--- src/isa_pkg.sv ---
package isa_pkg;

  localparam int data_width = 16;  // Machine word

  // Opcode field, values outside the list decode as illegal
  typedef enum logic [3:0] {
    op_add = 4'd0,
    op_sub = 4'd1,
    op_xor = 4'd2,
    op_and = 4'd3,
    op_b   = 4'd12,
    op_br  = 4'd13
  } opcode_e;

  // Branch condition codes
  typedef enum logic [2:0] {
    cond_ne = 3'd0,
    cond_eq = 3'd1,
    cond_gt = 3'd2,
    cond_lt = 3'd3,
    cond_ge = 3'd4,
    cond_le = 3'd5,
    cond_ov = 3'd6,
    cond_un = 3'd7
  } cond_e;

  typedef struct packed {
    logic z;  // Result zero
    logic v;  // Signed overflow
    logic n;  // Result negative
  } flags_t;

  //////////////////////////////////////////////////////////////////////
  // Instruction word, register and branch formats share the opcode
  //////////////////////////////////////////////////////////////////////
  typedef struct packed {
    opcode_e    opcode;
    logic [3:0] rd;
    logic [3:0] rs;
    logic [3:0] rt;
  } instr_reg_t;

  typedef struct packed {
    opcode_e    opcode;
    cond_e      cond;
    logic [8:0] off;  // Halfword offset, BR takes rs from off[7:4]
  } instr_br_t;

  typedef union packed {
    instr_reg_t r;
    instr_br_t  b;
  } instr_u;

  // Decoded controls, decode to execute and state
  typedef struct packed {
    logic                  valid;
    logic                  illegal;
    logic                  is_load;    // Host register load
    opcode_e               op;
    cond_e                 cond;
    logic [8:0]            off;
    logic [3:0]            rd;         // Destination, or load index
    logic [data_width-1:0] load_data;
    logic                  is_br;      // Register-target branch
  } dec_ctrl_t;

  // Execute result, applied by state on the next edge
  typedef struct packed {
    logic                  valid;
    logic                  err;
    logic                  reg_we;
    logic [3:0]            rd;
    logic [data_width-1:0] wdata;
    flags_t                flag_we;  // Per-flag write mask
    flags_t                flags;
    logic [data_width-1:0] pc_next;
  } exec_res_t;

endpackage

--- src/bus_pkg.sv ---
package bus_pkg;

  // AXI4-Lite channel payloads, valid/ready travel as plain wires
  typedef struct packed { logic [7:0] addr; } axil_aw_t;
  typedef struct packed { logic [31:0] data; } axil_w_t;
  typedef struct packed { logic [1:0] resp; } axil_b_t;
  typedef struct packed { logic [7:0] addr; } axil_ar_t;
  typedef struct packed {
    logic [31:0] data;
    logic [1:0]  resp;
  } axil_r_t;

  localparam logic [1:0] resp_okay   = 2'b00;
  localparam logic [1:0] resp_slverr = 2'b10;

  //////////////////////////////////////////////////////////////////////
  // Register map
  //////////////////////////////////////////////////////////////////////
  localparam logic [7:0] addr_instr    = 8'h00;  // Write executes
  localparam logic [7:0] addr_pc       = 8'h00;  // Read only
  localparam logic [7:0] addr_flags    = 8'h04;  // Read only, z v n in 2:0
  localparam logic [7:0] addr_reg_base = 8'h40;  // rN at base + 4N

  typedef enum logic { kind_instr, kind_load } req_kind_e;

  // Read selection into the state block
  typedef enum logic [1:0] { sel_pc, sel_flags, sel_reg, sel_none } rd_sel_e;

  typedef struct packed {
    logic       valid;
    req_kind_e  kind;
    logic [15:0] word;  // Instruction word
    logic [3:0]  idx;   // Register index for loads
    logic [15:0] data;  // Load data
  } exec_req_t;

endpackage

--- src/axil_port.sv ---
`timescale 1ns/1ps

module axil_port import bus_pkg::*, isa_pkg::*; (
  input  logic                  clk,
  input  logic                  rst_n,
  input  axil_aw_t              aw,
  input  logic                  awvalid,
  output logic                  awready,
  input  axil_w_t               w,
  input  logic                  wvalid,
  output logic                  wready,
  output axil_b_t               b,
  output logic                  bvalid,
  input  logic                  bready,
  input  axil_ar_t              ar,
  input  logic                  arvalid,
  output logic                  arready,
  output axil_r_t               r,
  output logic                  rvalid,
  input  logic                  rready,
  output exec_req_t             req,
  input  exec_res_t             res,
  output logic [3:0]            rd_idx,
  output rd_sel_e               rd_sel,
  input  logic [data_width-1:0] rd_word
);

  logic        wr_go;        // Write handshake, cycle T
  logic        wr_pend;      // Request in flight, cycle T+1
  logic        wr_bad;       // Unmapped or read-only target
  logic        aw_is_instr;
  logic        aw_is_reg;
  logic        req_vld;
  req_kind_e   req_kind;
  logic [15:0] req_word;
  logic [3:0]  req_idx;
  logic [15:0] req_data;
  logic        ar_go;
  logic        rvalid_nxt;

  //////////////////////////////////////////////////////////////////////
  // Write channel
  //////////////////////////////////////////////////////////////////////
  assign aw_is_instr = (aw.addr == addr_instr);
  assign aw_is_reg   = (aw.addr[7:6] == addr_reg_base[7:6]) && (aw.addr[1:0] == 2'b00);

  assign awready = awvalid & wvalid & ~wr_pend & ~bvalid;  // Both channels at once
  assign wready  = awready;
  assign wr_go   = awready;

  always_ff @(posedge clk or negedge rst_n) begin
    if (!rst_n) begin
      wr_pend <= 1'b0;
      req_vld <= 1'b0;
      bvalid  <= 1'b0;
    end else begin
      wr_pend <= wr_go;
      req_vld <= wr_go & (aw_is_instr | aw_is_reg);  // Bad targets issue nothing
      if (wr_pend)     bvalid <= 1'b1;                 // Response at T+2
      else if (bready) bvalid <= 1'b0;
    end
  end

  always_ff @(posedge clk) begin
    if (wr_go) begin
      req_kind <= aw_is_instr ? kind_instr : kind_load;
      req_word <= w.data[15:0];
      req_idx  <= aw.addr[5:2];
      req_data <= w.data[15:0];  // Upper half dropped
      wr_bad   <= ~(aw_is_instr | aw_is_reg);
    end
    if (wr_pend) b.resp <= (wr_bad | res.err) ? resp_slverr : resp_okay;
  end

  assign req = '{valid: req_vld, kind: req_kind, word: req_word, idx: req_idx,
                 data: req_data};

  //////////////////////////////////////////////////////////////////////
  // Read channel
  //////////////////////////////////////////////////////////////////////
  assign rd_idx = ar.addr[5:2];

  always_comb begin
    if (ar.addr == addr_pc)                                                  rd_sel = sel_pc;
    else if (ar.addr == addr_flags)                                          rd_sel = sel_flags;
    else if (ar.addr[7:6] == addr_reg_base[7:6] && ar.addr[1:0] == 2'b00)  rd_sel = sel_reg;
    else                                                                     rd_sel = sel_none;
  end

  assign ar_go      = arvalid & arready;
  assign rvalid_nxt = rvalid ? ~rready : ar_go;  // Hold data until accepted

  always_ff @(posedge clk or negedge rst_n) begin
    if (!rst_n) begin
      rvalid  <= 1'b0;
      arready <= 1'b0;
    end else begin
      rvalid  <= rvalid_nxt;
      arready <= ~rvalid_nxt;  // Open again once data has left
    end
  end

  always_ff @(posedge clk) begin
    if (ar_go) begin
      r.data <= {{(32-data_width){1'b0}}, rd_word};  // Zero for unmapped
      r.resp <= (rd_sel == sel_none) ? resp_slverr : resp_okay;
    end
  end

endmodule

--- src/instr_decode.sv ---
`timescale 1ns/1ps

module instr_decode import isa_pkg::*, bus_pkg::*; (
  input  exec_req_t  req,
  output dec_ctrl_t  ctrl,
  output logic [3:0] rs_idx,
  output logic [3:0] rt_idx
);

  instr_u iw;       // Same word, two views
  logic   is_load;
  logic   is_alu;
  logic   is_bra;   // B or BR

  assign iw = req.word;

  always_comb begin
    is_load = (req.kind == kind_load);
    is_alu  = 1'b0;
    is_bra  = 1'b0;
    if (!is_load) begin
      case (iw.r.opcode)
        op_add, op_sub, op_xor, op_and: is_alu = 1'b1;
        op_b, op_br:                    is_bra = 1'b1;
        default:                        ;  // Left illegal
      endcase
    end
  end

  //////////////////////////////////////////////////////////////////////
  // Control fields
  //////////////////////////////////////////////////////////////////////
  always_comb begin
    ctrl.valid     = req.valid;
    ctrl.illegal   = ~is_load & ~is_alu & ~is_bra;
    ctrl.is_load   = is_load;
    ctrl.op        = iw.r.opcode;
    ctrl.cond      = is_bra ? iw.b.cond : cond_ne;             // Branch view
    ctrl.off       = is_bra ? iw.b.off : 9'd0;
    ctrl.rd        = is_load ? req.idx : (is_alu ? iw.r.rd : 4'd0);  // Register view
    ctrl.load_data = req.data;
    ctrl.is_br     = is_bra && (iw.b.opcode == op_br);
  end

  // BR source off[7:4] overlays the rs field
  assign rs_idx = iw.r.rs;
  assign rt_idx = iw.r.rt;

endmodule

--- src/branch_control.sv ---
`timescale 1ns/1ps

module branch_control import isa_pkg::*; (
  input  cond_e                 cond,
  input  logic [8:0]            off,
  input  flags_t                flags,
  input  logic [data_width-1:0] rs_val,
  input  logic                  is_branch,
  input  logic                  is_br,
  input  logic [data_width-1:0] pc_seq,   // pc+2
  output logic                  taken,
  output logic [data_width-1:0] target
);

  logic                  cond_met;
  logic [data_width-1:0] off_ext;  // Sign extended, halfword scaled

  always_comb begin
    case (cond)
      cond_ne: cond_met = ~flags.z;
      cond_eq: cond_met = flags.z;
      cond_gt: cond_met = ~flags.z & ~flags.n;
      cond_lt: cond_met = flags.n;
      cond_ge: cond_met = flags.z | (~flags.z & ~flags.n);
      cond_le: cond_met = flags.z | flags.n;
      cond_ov: cond_met = flags.v;
      default: cond_met = 1'b1;  // UN
    endcase
  end

  assign taken   = is_branch & cond_met;
  assign off_ext = {{(data_width-10){off[8]}}, off, 1'b0};
  assign target  = is_br ? rs_val : pc_seq + off_ext;  // BR jumps to rs

endmodule

--- src/exec_unit.sv ---
`timescale 1ns/1ps

module exec_unit import isa_pkg::*; (
  input  dec_ctrl_t             ctrl,
  input  logic [data_width-1:0] rs_val,
  input  logic [data_width-1:0] rt_val,
  input  logic [data_width-1:0] pc,
  input  flags_t                flags,
  output exec_res_t             res
);

  logic [data_width-1:0] pc_seq;
  logic [data_width-1:0] target;
  logic [data_width-1:0] alu_out;
  logic                  ovf;
  logic                  taken;
  logic                  is_branch;
  logic                  is_alu;
  flags_t                alu_flags;
  flags_t                alu_mask;   // Flags this op may write

  assign pc_seq    = pc + 16'd2;
  assign is_branch = ctrl.valid & ~ctrl.illegal & ~ctrl.is_load &
                     (ctrl.op == op_b || ctrl.op == op_br);
  assign is_alu    = ctrl.valid & ~ctrl.illegal & ~ctrl.is_load & ~is_branch;

  branch_control i_branch (
    .cond      (ctrl.cond),
    .off       (ctrl.off),
    .flags     (flags),
    .rs_val    (rs_val),
    .is_branch (is_branch),
    .is_br     (ctrl.is_br),
    .pc_seq    (pc_seq),
    .taken     (taken),
    .target    (target)
  );

  //////////////////////////////////////////////////////////////////////
  // ALU
  //////////////////////////////////////////////////////////////////////
  always_comb begin
    alu_out  = '0;
    ovf      = 1'b0;
    alu_mask = '{z: 1'b0, v: 1'b0, n: 1'b0};
    case (ctrl.op)
      op_add: begin
        alu_out  = rs_val + rt_val;
        ovf      = (rs_val[15] == rt_val[15]) && (alu_out[15] != rs_val[15]);
        alu_mask = '{z: 1'b1, v: 1'b1, n: 1'b1};
      end
      op_sub: begin
        alu_out  = rs_val - rt_val;
        ovf      = (rs_val[15] != rt_val[15]) && (alu_out[15] != rs_val[15]);
        alu_mask = '{z: 1'b1, v: 1'b1, n: 1'b1};
      end
      op_xor: begin
        alu_out  = rs_val ^ rt_val;
        alu_mask = '{z: 1'b1, v: 1'b0, n: 1'b0};  // Logic ops touch z only
      end
      op_and: begin
        alu_out  = rs_val & rt_val;
        alu_mask = '{z: 1'b1, v: 1'b0, n: 1'b0};
      end
      default: ;
    endcase
    alu_flags = '{z: (alu_out == '0), v: ovf, n: alu_out[15]};
  end

  always_comb begin
    res.valid   = ctrl.valid;
    res.err     = ctrl.valid & ctrl.illegal;
    res.reg_we  = is_alu | (ctrl.valid & ctrl.is_load);
    res.rd      = ctrl.rd;
    res.wdata   = ctrl.is_load ? ctrl.load_data : alu_out;
    res.flag_we = alu_mask;
    if (!is_alu) res.flag_we = '{z: 1'b0, v: 1'b0, n: 1'b0};
    res.flags   = alu_flags;
    // Loads and illegal words keep the PC
    res.pc_next = (ctrl.is_load | ctrl.illegal) ? pc : (taken ? target : pc_seq);
  end

endmodule

--- src/arch_state.sv ---
`timescale 1ns/1ps

module arch_state import isa_pkg::*, bus_pkg::*; (
  input  logic                  clk,
  input  logic                  rst_n,
  input  exec_res_t             res,
  input  logic [3:0]            rs_idx,
  input  logic [3:0]            rt_idx,
  output logic [data_width-1:0] rs_val,
  output logic [data_width-1:0] rt_val,
  output logic [data_width-1:0] pc,
  output flags_t                flags,
  input  rd_sel_e               rd_sel,
  input  logic [3:0]            rd_idx,
  output logic [data_width-1:0] rd_word
);

  logic [data_width-1:0] regs [16];  // r0 never written

  //////////////////////////////////////////////////////////////////////
  // State update
  //////////////////////////////////////////////////////////////////////
  always_ff @(posedge clk or negedge rst_n) begin
    if (!rst_n) begin
      regs  <= '{default: '0};
      pc    <= '0;
      flags <= '{z: 1'b0, v: 1'b0, n: 1'b0};
    end else if (res.valid) begin
      if (res.reg_we && res.rd != 4'd0) begin
        regs[res.rd] <= res.wdata;
      end
      flags <= (flags & ~res.flag_we) | (res.flags & res.flag_we);  // Masked merge
      pc    <= res.pc_next;
    end
  end

  //////////////////////////////////////////////////////////////////////
  // Read ports
  //////////////////////////////////////////////////////////////////////
  assign rs_val = regs[rs_idx];  // Execute operands
  assign rt_val = regs[rt_idx];

  // Host read port, sampled by the bus in the address cycle
  always_comb begin
    case (rd_sel)
      sel_pc:    rd_word = pc;
      sel_flags: rd_word = {{(data_width-3){1'b0}}, flags};
      sel_reg:   rd_word = regs[rd_idx];
      default:   rd_word = '0;
    endcase
  end

endmodule

--- src/core_top.sv ---
`timescale 1ns/1ps

module core_top import bus_pkg::*, isa_pkg::*; (
  input  logic     clk,
  input  logic     rst_n,
  input  axil_aw_t aw,
  input  logic     awvalid,
  output logic     awready,
  input  axil_w_t  w,
  input  logic     wvalid,
  output logic     wready,
  output axil_b_t  b,
  output logic     bvalid,
  input  logic     bready,
  input  axil_ar_t ar,
  input  logic     arvalid,
  output logic     arready,
  output axil_r_t  r,
  output logic     rvalid,
  input  logic     rready
);

  exec_req_t             req;
  dec_ctrl_t             ctrl;
  exec_res_t             res;
  logic [3:0]            rs_idx;
  logic [3:0]            rt_idx;
  logic [data_width-1:0] rs_val;
  logic [data_width-1:0] rt_val;
  logic [data_width-1:0] pc;
  flags_t                flags;
  logic [3:0]            rd_idx;
  rd_sel_e               rd_sel;
  logic [data_width-1:0] rd_word;

  // Bus slave, issues one request per accepted write
  axil_port i_port (
    .clk (clk), .rst_n (rst_n),
    .aw (aw), .awvalid (awvalid), .awready (awready),
    .w (w), .wvalid (wvalid), .wready (wready),
    .b (b), .bvalid (bvalid), .bready (bready),
    .ar (ar), .arvalid (arvalid), .arready (arready),
    .r (r), .rvalid (rvalid), .rready (rready),
    .req (req), .res (res),
    .rd_idx (rd_idx), .rd_sel (rd_sel), .rd_word (rd_word)
  );

  instr_decode i_decode (
    .req (req), .ctrl (ctrl), .rs_idx (rs_idx), .rt_idx (rt_idx)
  );

  exec_unit i_exec (
    .ctrl (ctrl), .rs_val (rs_val), .rt_val (rt_val),
    .pc (pc), .flags (flags), .res (res)
  );

  arch_state i_state (
    .clk (clk), .rst_n (rst_n), .res (res),
    .rs_idx (rs_idx), .rt_idx (rt_idx), .rs_val (rs_val), .rt_val (rt_val),
    .pc (pc), .flags (flags),
    .rd_sel (rd_sel), .rd_idx (rd_idx), .rd_word (rd_word)
  );

endmodule

--- config.mk ---
export PLATFORM = sky130hd
export DESIGN_NAME = core_top
export DESIGN_NICKNAME = d
export VERILOG_FILES = /design/src/isa_pkg.sv /design/src/bus_pkg.sv /design/src/axil_port.sv /design/src/instr_decode.sv /design/src/branch_control.sv /design/src/exec_unit.sv /design/src/arch_state.sv /design/src/core_top.sv
export SDC_FILE = /design/constraint.sdc
export NUM_CORES = 1
export LEC_CHECK = 0
export CORE_UTILIZATION = 55
export CTS_BUF_LIST = sky130_fd_sc_hd__clkbuf_4
export DETAILED_ROUTE_END_ITERATION = 8
export DONT_BUFFER_PORTS = 1
export PLACE_DENSITY = 0.7
export SYNTH_ARGS = -nofsm -noshare
export SYNTH_HDL_FRONTEND = slang
export SYNTH_HIERARCHICAL = 1
export SYNTH_SLANG_ARGS = --single-unit
--- constraint.sdc ---
create_clock -name clk -period 7 [get_ports clk]
set_clock_uncertainty 0.2 [all_clocks]
set_input_delay 0.7 -clock clk [delete_from_list [all_inputs] [get_ports clk]]
set_output_delay 0.7 -clock clk [all_outputs]
set_load 0.005 [all_outputs]
==> results of run 1 <==
## where the power goes
part,internal [uW],leakage (uW),total [uW],switching (uW)
logic,95.0,0.00574,231,136
clock network,836,0.000639,1660,827
registers,1900,0.00428,1930,23.5
total,2840,0.0107,3820,986
## how the worst max path moves through the flow
stage,startpoint,to,slack [ns],depth (start not counted)
floorplan,i_port/req_data[5],i_state/regs[185],1.99,18
global placement,i_port/req_data[4],i_state/regs[47],1.13,13
detailed placement,i_port/req_data[4],i_state/regs[175],1.15,13
CTS,i_port/req_data[4],i_state/regs[47],1.08,13
global route,i_port/req_data[4],i_state/regs[31],0.74,13
finish,i_port/req_data[4],i_state/regs[47],1.00,13
## placed cells by master, fill, tap and decap left out, types with 14 or more instances in the layout
master | Yosys | final
mux2i_1 | 20 | 20
clkbuf_4 | 0 | 121
nand3_1 | 14 | 14
nand2_1 | 71 | 71
nor3_1 | 27 | 27
nand2b_1 | 17 | 17
dfrtp_1 | 280 | 280
a221o_1 | 17 | 17
ha_1 | 47 | 47
mux2_2 | 281 | 281
buf_4 | 93 | 34
a21oi_1 | 37 | 37
xor2_1 | 17 | 17
o22ai_1 | 33 | 33
mux4_2 | 194 | 194
nor2_1 | 86 | 78
o21ai_0 | 62 | 61
conb_1 | 1 | 18
inv_1 | 48 | 48
mux2_4 | 30 | 30
mux2_1 | 24 | 24
edfxtp_1 | 40 | 40
clkinv_1 | 0 | 20
and3_1 | 21 | 21
dlygate4sd3_1 | 0 | 35
a21o_1 | 14 | 14
## through the flow
stage | std cells | hold slack (ns)
3_5_place_dp | 2186 | 0.204
5_1_grt | 2375 | -0.674
6_report | 2375 | -0.645
4_1_cts | 2374 | -0.688
3_3_place_gp | 2186 | 0.195
2_1_floorplan | 1853 | 0.204
## worst reg2reg max path, cell delays in order, from the launching register on
cell and delay [ns]:
edfxtp_1 0.92, buf_4 0.38, mux4_2 0.53, mux4_2 0.58, ha_1 0.58, nor2_1 0.09
a2111oi_0 0.61, o32a_2 0.35, nand2_1 0.09, a311oi_2 0.29, a221oi_1 0.13, o22ai_1 0.45
mux2_2 0.46, mux2_2 0.22
## flip-flops by register name, summed over array words and instances, names as in the netlist, named ones only
name	flops
i_port/b	1
i_port/req_kind	1
i_state/regs	256
i_port/req_idx	4
i_port/rvalid	1
i_port/bvalid	1
i_port/req_vld	1
i_port/wr_bad	1
i_port/arready	1
i_state/pc	16
i_port/r	17
i_port/req_data	16
i_port/wr_pend	1
## layout make-up
| class | count | area (um^2) |
|---|---|---|
| Fill cell | 3276 | 16800 |
| Multi-Input combinational cell | 1249 | 13200 |
| Sequential cell | 320 | 8210 |
| Clock buffer | 121 | 908 |
| Timing Repair Buffer | 72 | 666 |
| Tap cell | 532 | 666 |
| Inverter | 48 | 180 |
| Clock inverter | 32 | 160 |
| Antenna cell | 1 | 2.50 |
## logic make-up after synthesis
group / share of synthesized area (%)
adders and majority gates: 2.84
DFF: 36.0
and+or+nand+nor: 7.41
buffers and inverters: 6.64
muxes: 37.1
other: 0.0165
AOI/OAI and AO/OA: 9.14
xor gates and xnor gates: 0.845
## metal layers
| metal | vias to the layer above | share of wire [%] |
|---|---|---|
| li1 | 6907 | - |
| met1 | 8293 | 40 |
| met2 | 961 | 45 |
| met3 | 171 | 10 |
| met4 | 0 | 4.8 |
| met5 | - | 0 |
==> results.json, run 1 <==
{
  "coreArea_um2": 40800,
  "synthCells": 1836,
  "finalCritPeriodShare_pct": 85.7,
  "yosysSeqAreaShare_pct": 36.0,
  "dieHeight_um": 206,
  "powerDensity_nw_per_um2": 159,
  "crit_chain": "buf_4 > mux4_2 > mux4_2 > ha_1 > nor2_1 > a2111oi_0 > o32a_2 > nand2_1 > a311oi_2 > a221oi_1 > o22ai_1 > mux2_2 > mux2_2",
  "vias": 16300,
  "drive_gt1_share_pct": 39.8,
  "status": "finished with violations",
  "hp-class": "in -> async",
  "maxCapViolations": 0,
  "grtUsageMet1_pct": 43.4,
  "grt_pass1_vias": 16400,
  "synth_area_leader_cell": "dfrtp_1",
  "die_width_um": 206,
  "final_nets": 1884,
  "clockRootBuffer": "clkbuf_4",
  "drtIter0Drc": 1720,
  "final.setup.tns_ns": 0,
  "setup_viol": 0,
  "drc": 0,
  "start_util_pct": 55.8,
  "fmax_mhz": 167,
  "hpwl_mm": 41.7,
  "fin_util_pct": 58.8,
  "endpoint_kind": "register",
  "cp_top_family": "compound AO/OA/AOI/OAI gates",
  "synth_area_um2": 22800,
  "r2r_slack_ns": 1.00,
  "rsz0062_at_grt": "false",
  "io_pins": 96,
  "leakagePower_uw": 0.0107,
  "worst_path_largest_cell_delay_ns": 0.92,
  "postCtsSetupRepairBufs": 0,
  "period_needed_ns": 6.00,
  "vias_per_cell": 6.88,
  "area_growth_pct": 5.28,
  "grt_overflow": 0,
  "antenna_left": 0,
  "rr_worst_depth": 13,
  "synthTopCellsByCount": "281 x mux2_2, 280 x dfrtp_1, 194 x mux4_2, 93 x buf_4, 86 x nor2_1",
  "antenna_found_initial": 2,
  "ys_ff_latch": 320,
  "fp.dieArea_um2": 42300,
  "firstDrtPassIters": 7,
  "synth.avg_cell_area_um2": 12.4,
  "whs_ns": -0.645,
  "gp_congestion": 0.972,
  "cp_slowest_cell": "edfxtp_1",
  "synth_flop_cell": "dfrtp_1",
  "finalHoldViolCount": 280,
  "reg2reg_from": "i_port/req_data[4]",
  "crit_required_ns": 7.54,
  "drv_slew": 0,
  "path_clk_slew_ns": 0.07,
  "cts_tree": "built",
  "ys_top_cells_by_area": "dfrtp_1 31%, mux4_2 19%, mux2_2 14%",
  "p_total_uw": 3820,
  "criticalPathCategory": "reg -> reg",
  "ctsResizeCount": 0,
  "fin_ws_ns": 1.00,
  "cts_buffers": 88,
  "ir_worst_vdd_uv": 80.8,
  "h-tree-depth": 3,
  "clock_sinks": 320,
  "yosys_warnings": 6,
  "cp_num_buf_inv": 1,
  "failed_checks": "hold timing",
  "grt_use_total_pct": 32.1,
  "grt_pass1_wl_mm": 100,
  "synth_edf_count": 40,
  "postPlaceCellArea_um2": 22600,
  "yosysMostFrequentCell": "mux2_2",
  "wl_mm": 65.8,
  "arrival_ns": 6.54,
  "pre_cts_slack_ns": 1.15,
  "max-clock-path-buffers": 3,
  "grtUsageMet3_pct": 7.08,
  "relSlewSlack_pct": 14.8,
  "yosys.area.top_type_share_pct": 30.7,
  "use_met2_pct": 48.2,
  "cp_max_fo": 15,
  "finalInstanceArea_um2": 24000,
  "drt-wirelength-per-cell_um": 27.7,
  "ys_types": 92,
  "synth-async-reset-ratio_pct": 87.5,
  "cts_hold_buffers": 35,
  "clk_latency_ns": 0.84,
  "worstSetupStartpointType": "register",
  "grt_max_degree": 281,
  "io_buffers": 0,
  "worst_slew_pin_slew_ns": 1.27,
  "timing.rr.end": "i_state/regs[47]",
  "busiest_layer": "met2",
  "rows": 74
}
No activity file was read; power rests on OpenSTA's default activity.
==> run 2: changes to the inputs <==
--- a/config.mk
+++ b/config.mk
@@ -9,6 +9,7 @@
 export CTS_BUF_LIST = sky130_fd_sc_hd__clkbuf_4
 export DETAILED_ROUTE_END_ITERATION = 8
 export DONT_BUFFER_PORTS = 1
+export MAX_ROUTING_LAYER = met4
 export PLACE_DENSITY = 0.7
 export SYNTH_ARGS = -nofsm -noshare
 export SYNTH_HDL_FRONTEND = slang
==> results.json, run 2 (synthesis results as in run 1) <==
{
  "status": "finished with violations",
  "failed_checks": "hold timing",
  "grt_use_total_pct": 33.4,
  "crit_path_frequent_cell": "mux4_2",
  "firstDrtPassIters": 5,
  "drt-wirelength-per-cell_um": 27.9,
  "grt_overflow": 0,
  "vias_per_cell": 6.91,
  "maxCapViolations": 0,
  "worst_slew_pin_slew_ns": 1.32,
  "clockRootBuffer": "clkbuf_4",
  "whs_ns": -0.641,
  "cts_buffers": 90,
  "final_nets": 1884,
  "cts_hold_buffers": 34,
  "grtUsageMet1_pct": 43.9,
  "grt_pass1_wl_mm": 101,
  "powerDensity_nw_per_um2": 162,
  "period_needed_ns": 6.07,
  "hp-class": "in -> async",
  "io_buffers": 0,
  "drv_slew": 0,
  "postPlaceCellArea_um2": 22600,
  "drtIter0Drc": 1582,
  "antenna_found_initial": 2,
  "finalInstanceArea_um2": 24100,
  "clk_latency_ns": 0.86,
  "drc": 0,
  "rows": 74,
  "register_area_um2": 8210,
  "grt_max_degree": 281,
  "max-clock-path-buffers": 3,
  "fmax_mhz": 165,
  "setup_viol": 0,
  "area_growth_pct": 5.63,
  "start_util_pct": 55.8,
  "worstSetupStartpointType": "register",
  "h-tree-depth": 3,
  "worst_path_largest_cell_delay_ns": 0.90,
  "crit_chain": "buf_12 > mux4_2 > mux4_2 > ha_1 > inv_1 > a211oi_2 > o31ai_1 > o211ai_1 > a211o_1 > a21o_1 > a221oi_1 > o22ai_1 > mux2_2 > mux2_1",
  "gp_congestion": 0.977,
  "final_common_cell": "mux2_2",
  "io_pins": 96,
  "finalCritPeriodShare_pct": 86.8,
  "path_clk_slew_ns": 0.07,
  "placed_cells": 2185,
  "busiest_layer": "met2",
  "drive_gt1_share_pct": 40.3,
  "grtUsageMet3_pct": 6.91,
  "leakagePower_uw": 0.0107,
  "max_flop_register": "i_state/regs",
  "use_met2_pct": 48.7,
  "cp_slowest_cell": "edfxtp_1",
  "endpoint_kind": "register",
  "antenna_left": 0,
  "fp.dieArea_um2": 42300,
  "finalNonFillerCells": 2379,
  "ir_worst_vdd_uv": 82.2,
  "coreArea_um2": 40800,
  "relSlewSlack_pct": 11.9,
  "final_cell_mix": "281 x mux2_2, 280 x dfrtp_1, 194 x mux4_2",
  "cp_max_fo": 33,
  "dieHeight_um": 206,
  "clock_sinks": 320,
  "arrival_ns": 6.59,
  "rsz0062_at_grt": "false",
  "finalHoldViolCount": 280,
  "hpwl_mm": 41.8,
  "grt_pass1_vias": 16500,
  "fillers": 3239,
  "vias": 16400,
  "die_width_um": 206,
  "fin_util_pct": 59.0,
  "ctsResizeCount": 0,
  "multi_input_area_um2": 13200,
  "largest_register_ffs": 256,
  "cts_tree": "built",
  "final.setup.tns_ns": 0,
  "wl_mm": 66.3,
  "crit_required_ns": 7.51,
  "reg_top3": "i_state/regs x256, i_port/r x17",
  "criticalPathCategory": "reg -> reg",
  "postCtsSetupRepairBufs": 0
}
run 2: cell types whose count changed in the layout (fill, tap and decap cells not counted), moves of 2 or more:
cell	previous run	this run
inv_2	4	2
clkinv_1	20	14
clkinv_2	5	7
clkbuf_4	121	130
buf_4	34	32
run 2: metal layers:
layer / vias to the layer above / wire [um]
li1: 6909 / -
met1: 8452 / 26100
met2: 894 / 30100
met3: 177 / 6820
met4: 0 / 3240
met5: - / 0
run 2: area by class of cell:
class / instances / share of cell area (%)
inverter: 48 / 0.748
clock inverter: 28 / 0.743
antenna: 2 / 0.0208
tap: 532 / 2.76
multi-input combinational: 1249 / 54.8
timing repair buffer: 70 / 2.74
clock buffer: 130 / 4.05
sequential: 320 / 34.1
run 2: power by group:
group / internal (uW) / switching (uW)
clock network: 926 / 824
logic: 95.1 / 136
registers: 1900 / 24.7
total: 2930 / 985
run 2: critical path, delay by kind of cell (launching register included):
family	cells	cell delay, ns
AOI/OAI and AO/OA	7	1.85
adders and majority gates	1	0.47
buffers and inverters	2	0.57
DFF	1	0.90
muxes	4	1.93
run 2: path summary, 6_finish.rpt:
kind                                     from                end  slack (ns)  cells past startpoint
hold reg to reg             i_state/regs[254]  i_state/regs[254]        0.22                      0
setup reg to reg           i_port/req_data[4]  i_state/regs[191]        0.93                     14
min in group clk                        aw[0]      i_port/wr_bad        0.06                      2
max in group asynchronous               rst_n   i_state/regs[40]        6.54                      0
hold / removal                          rst_n   i_state/regs[49]       -0.64                      0
setup / recovery           i_port/req_data[4]  i_state/regs[191]        0.93                     14
run 2: per-stage QoR:
stage               setup WS [ns]  hold WS [ns]  total power (uW)
global route                0.767        -0.676              4070
CTS                          1.05        -0.703              3950
global placement             1.12         0.194              2170
detailed placement           1.08         0.203              2170
finish                      0.925        -0.641              3910
floorplan                    1.99         0.204              2150
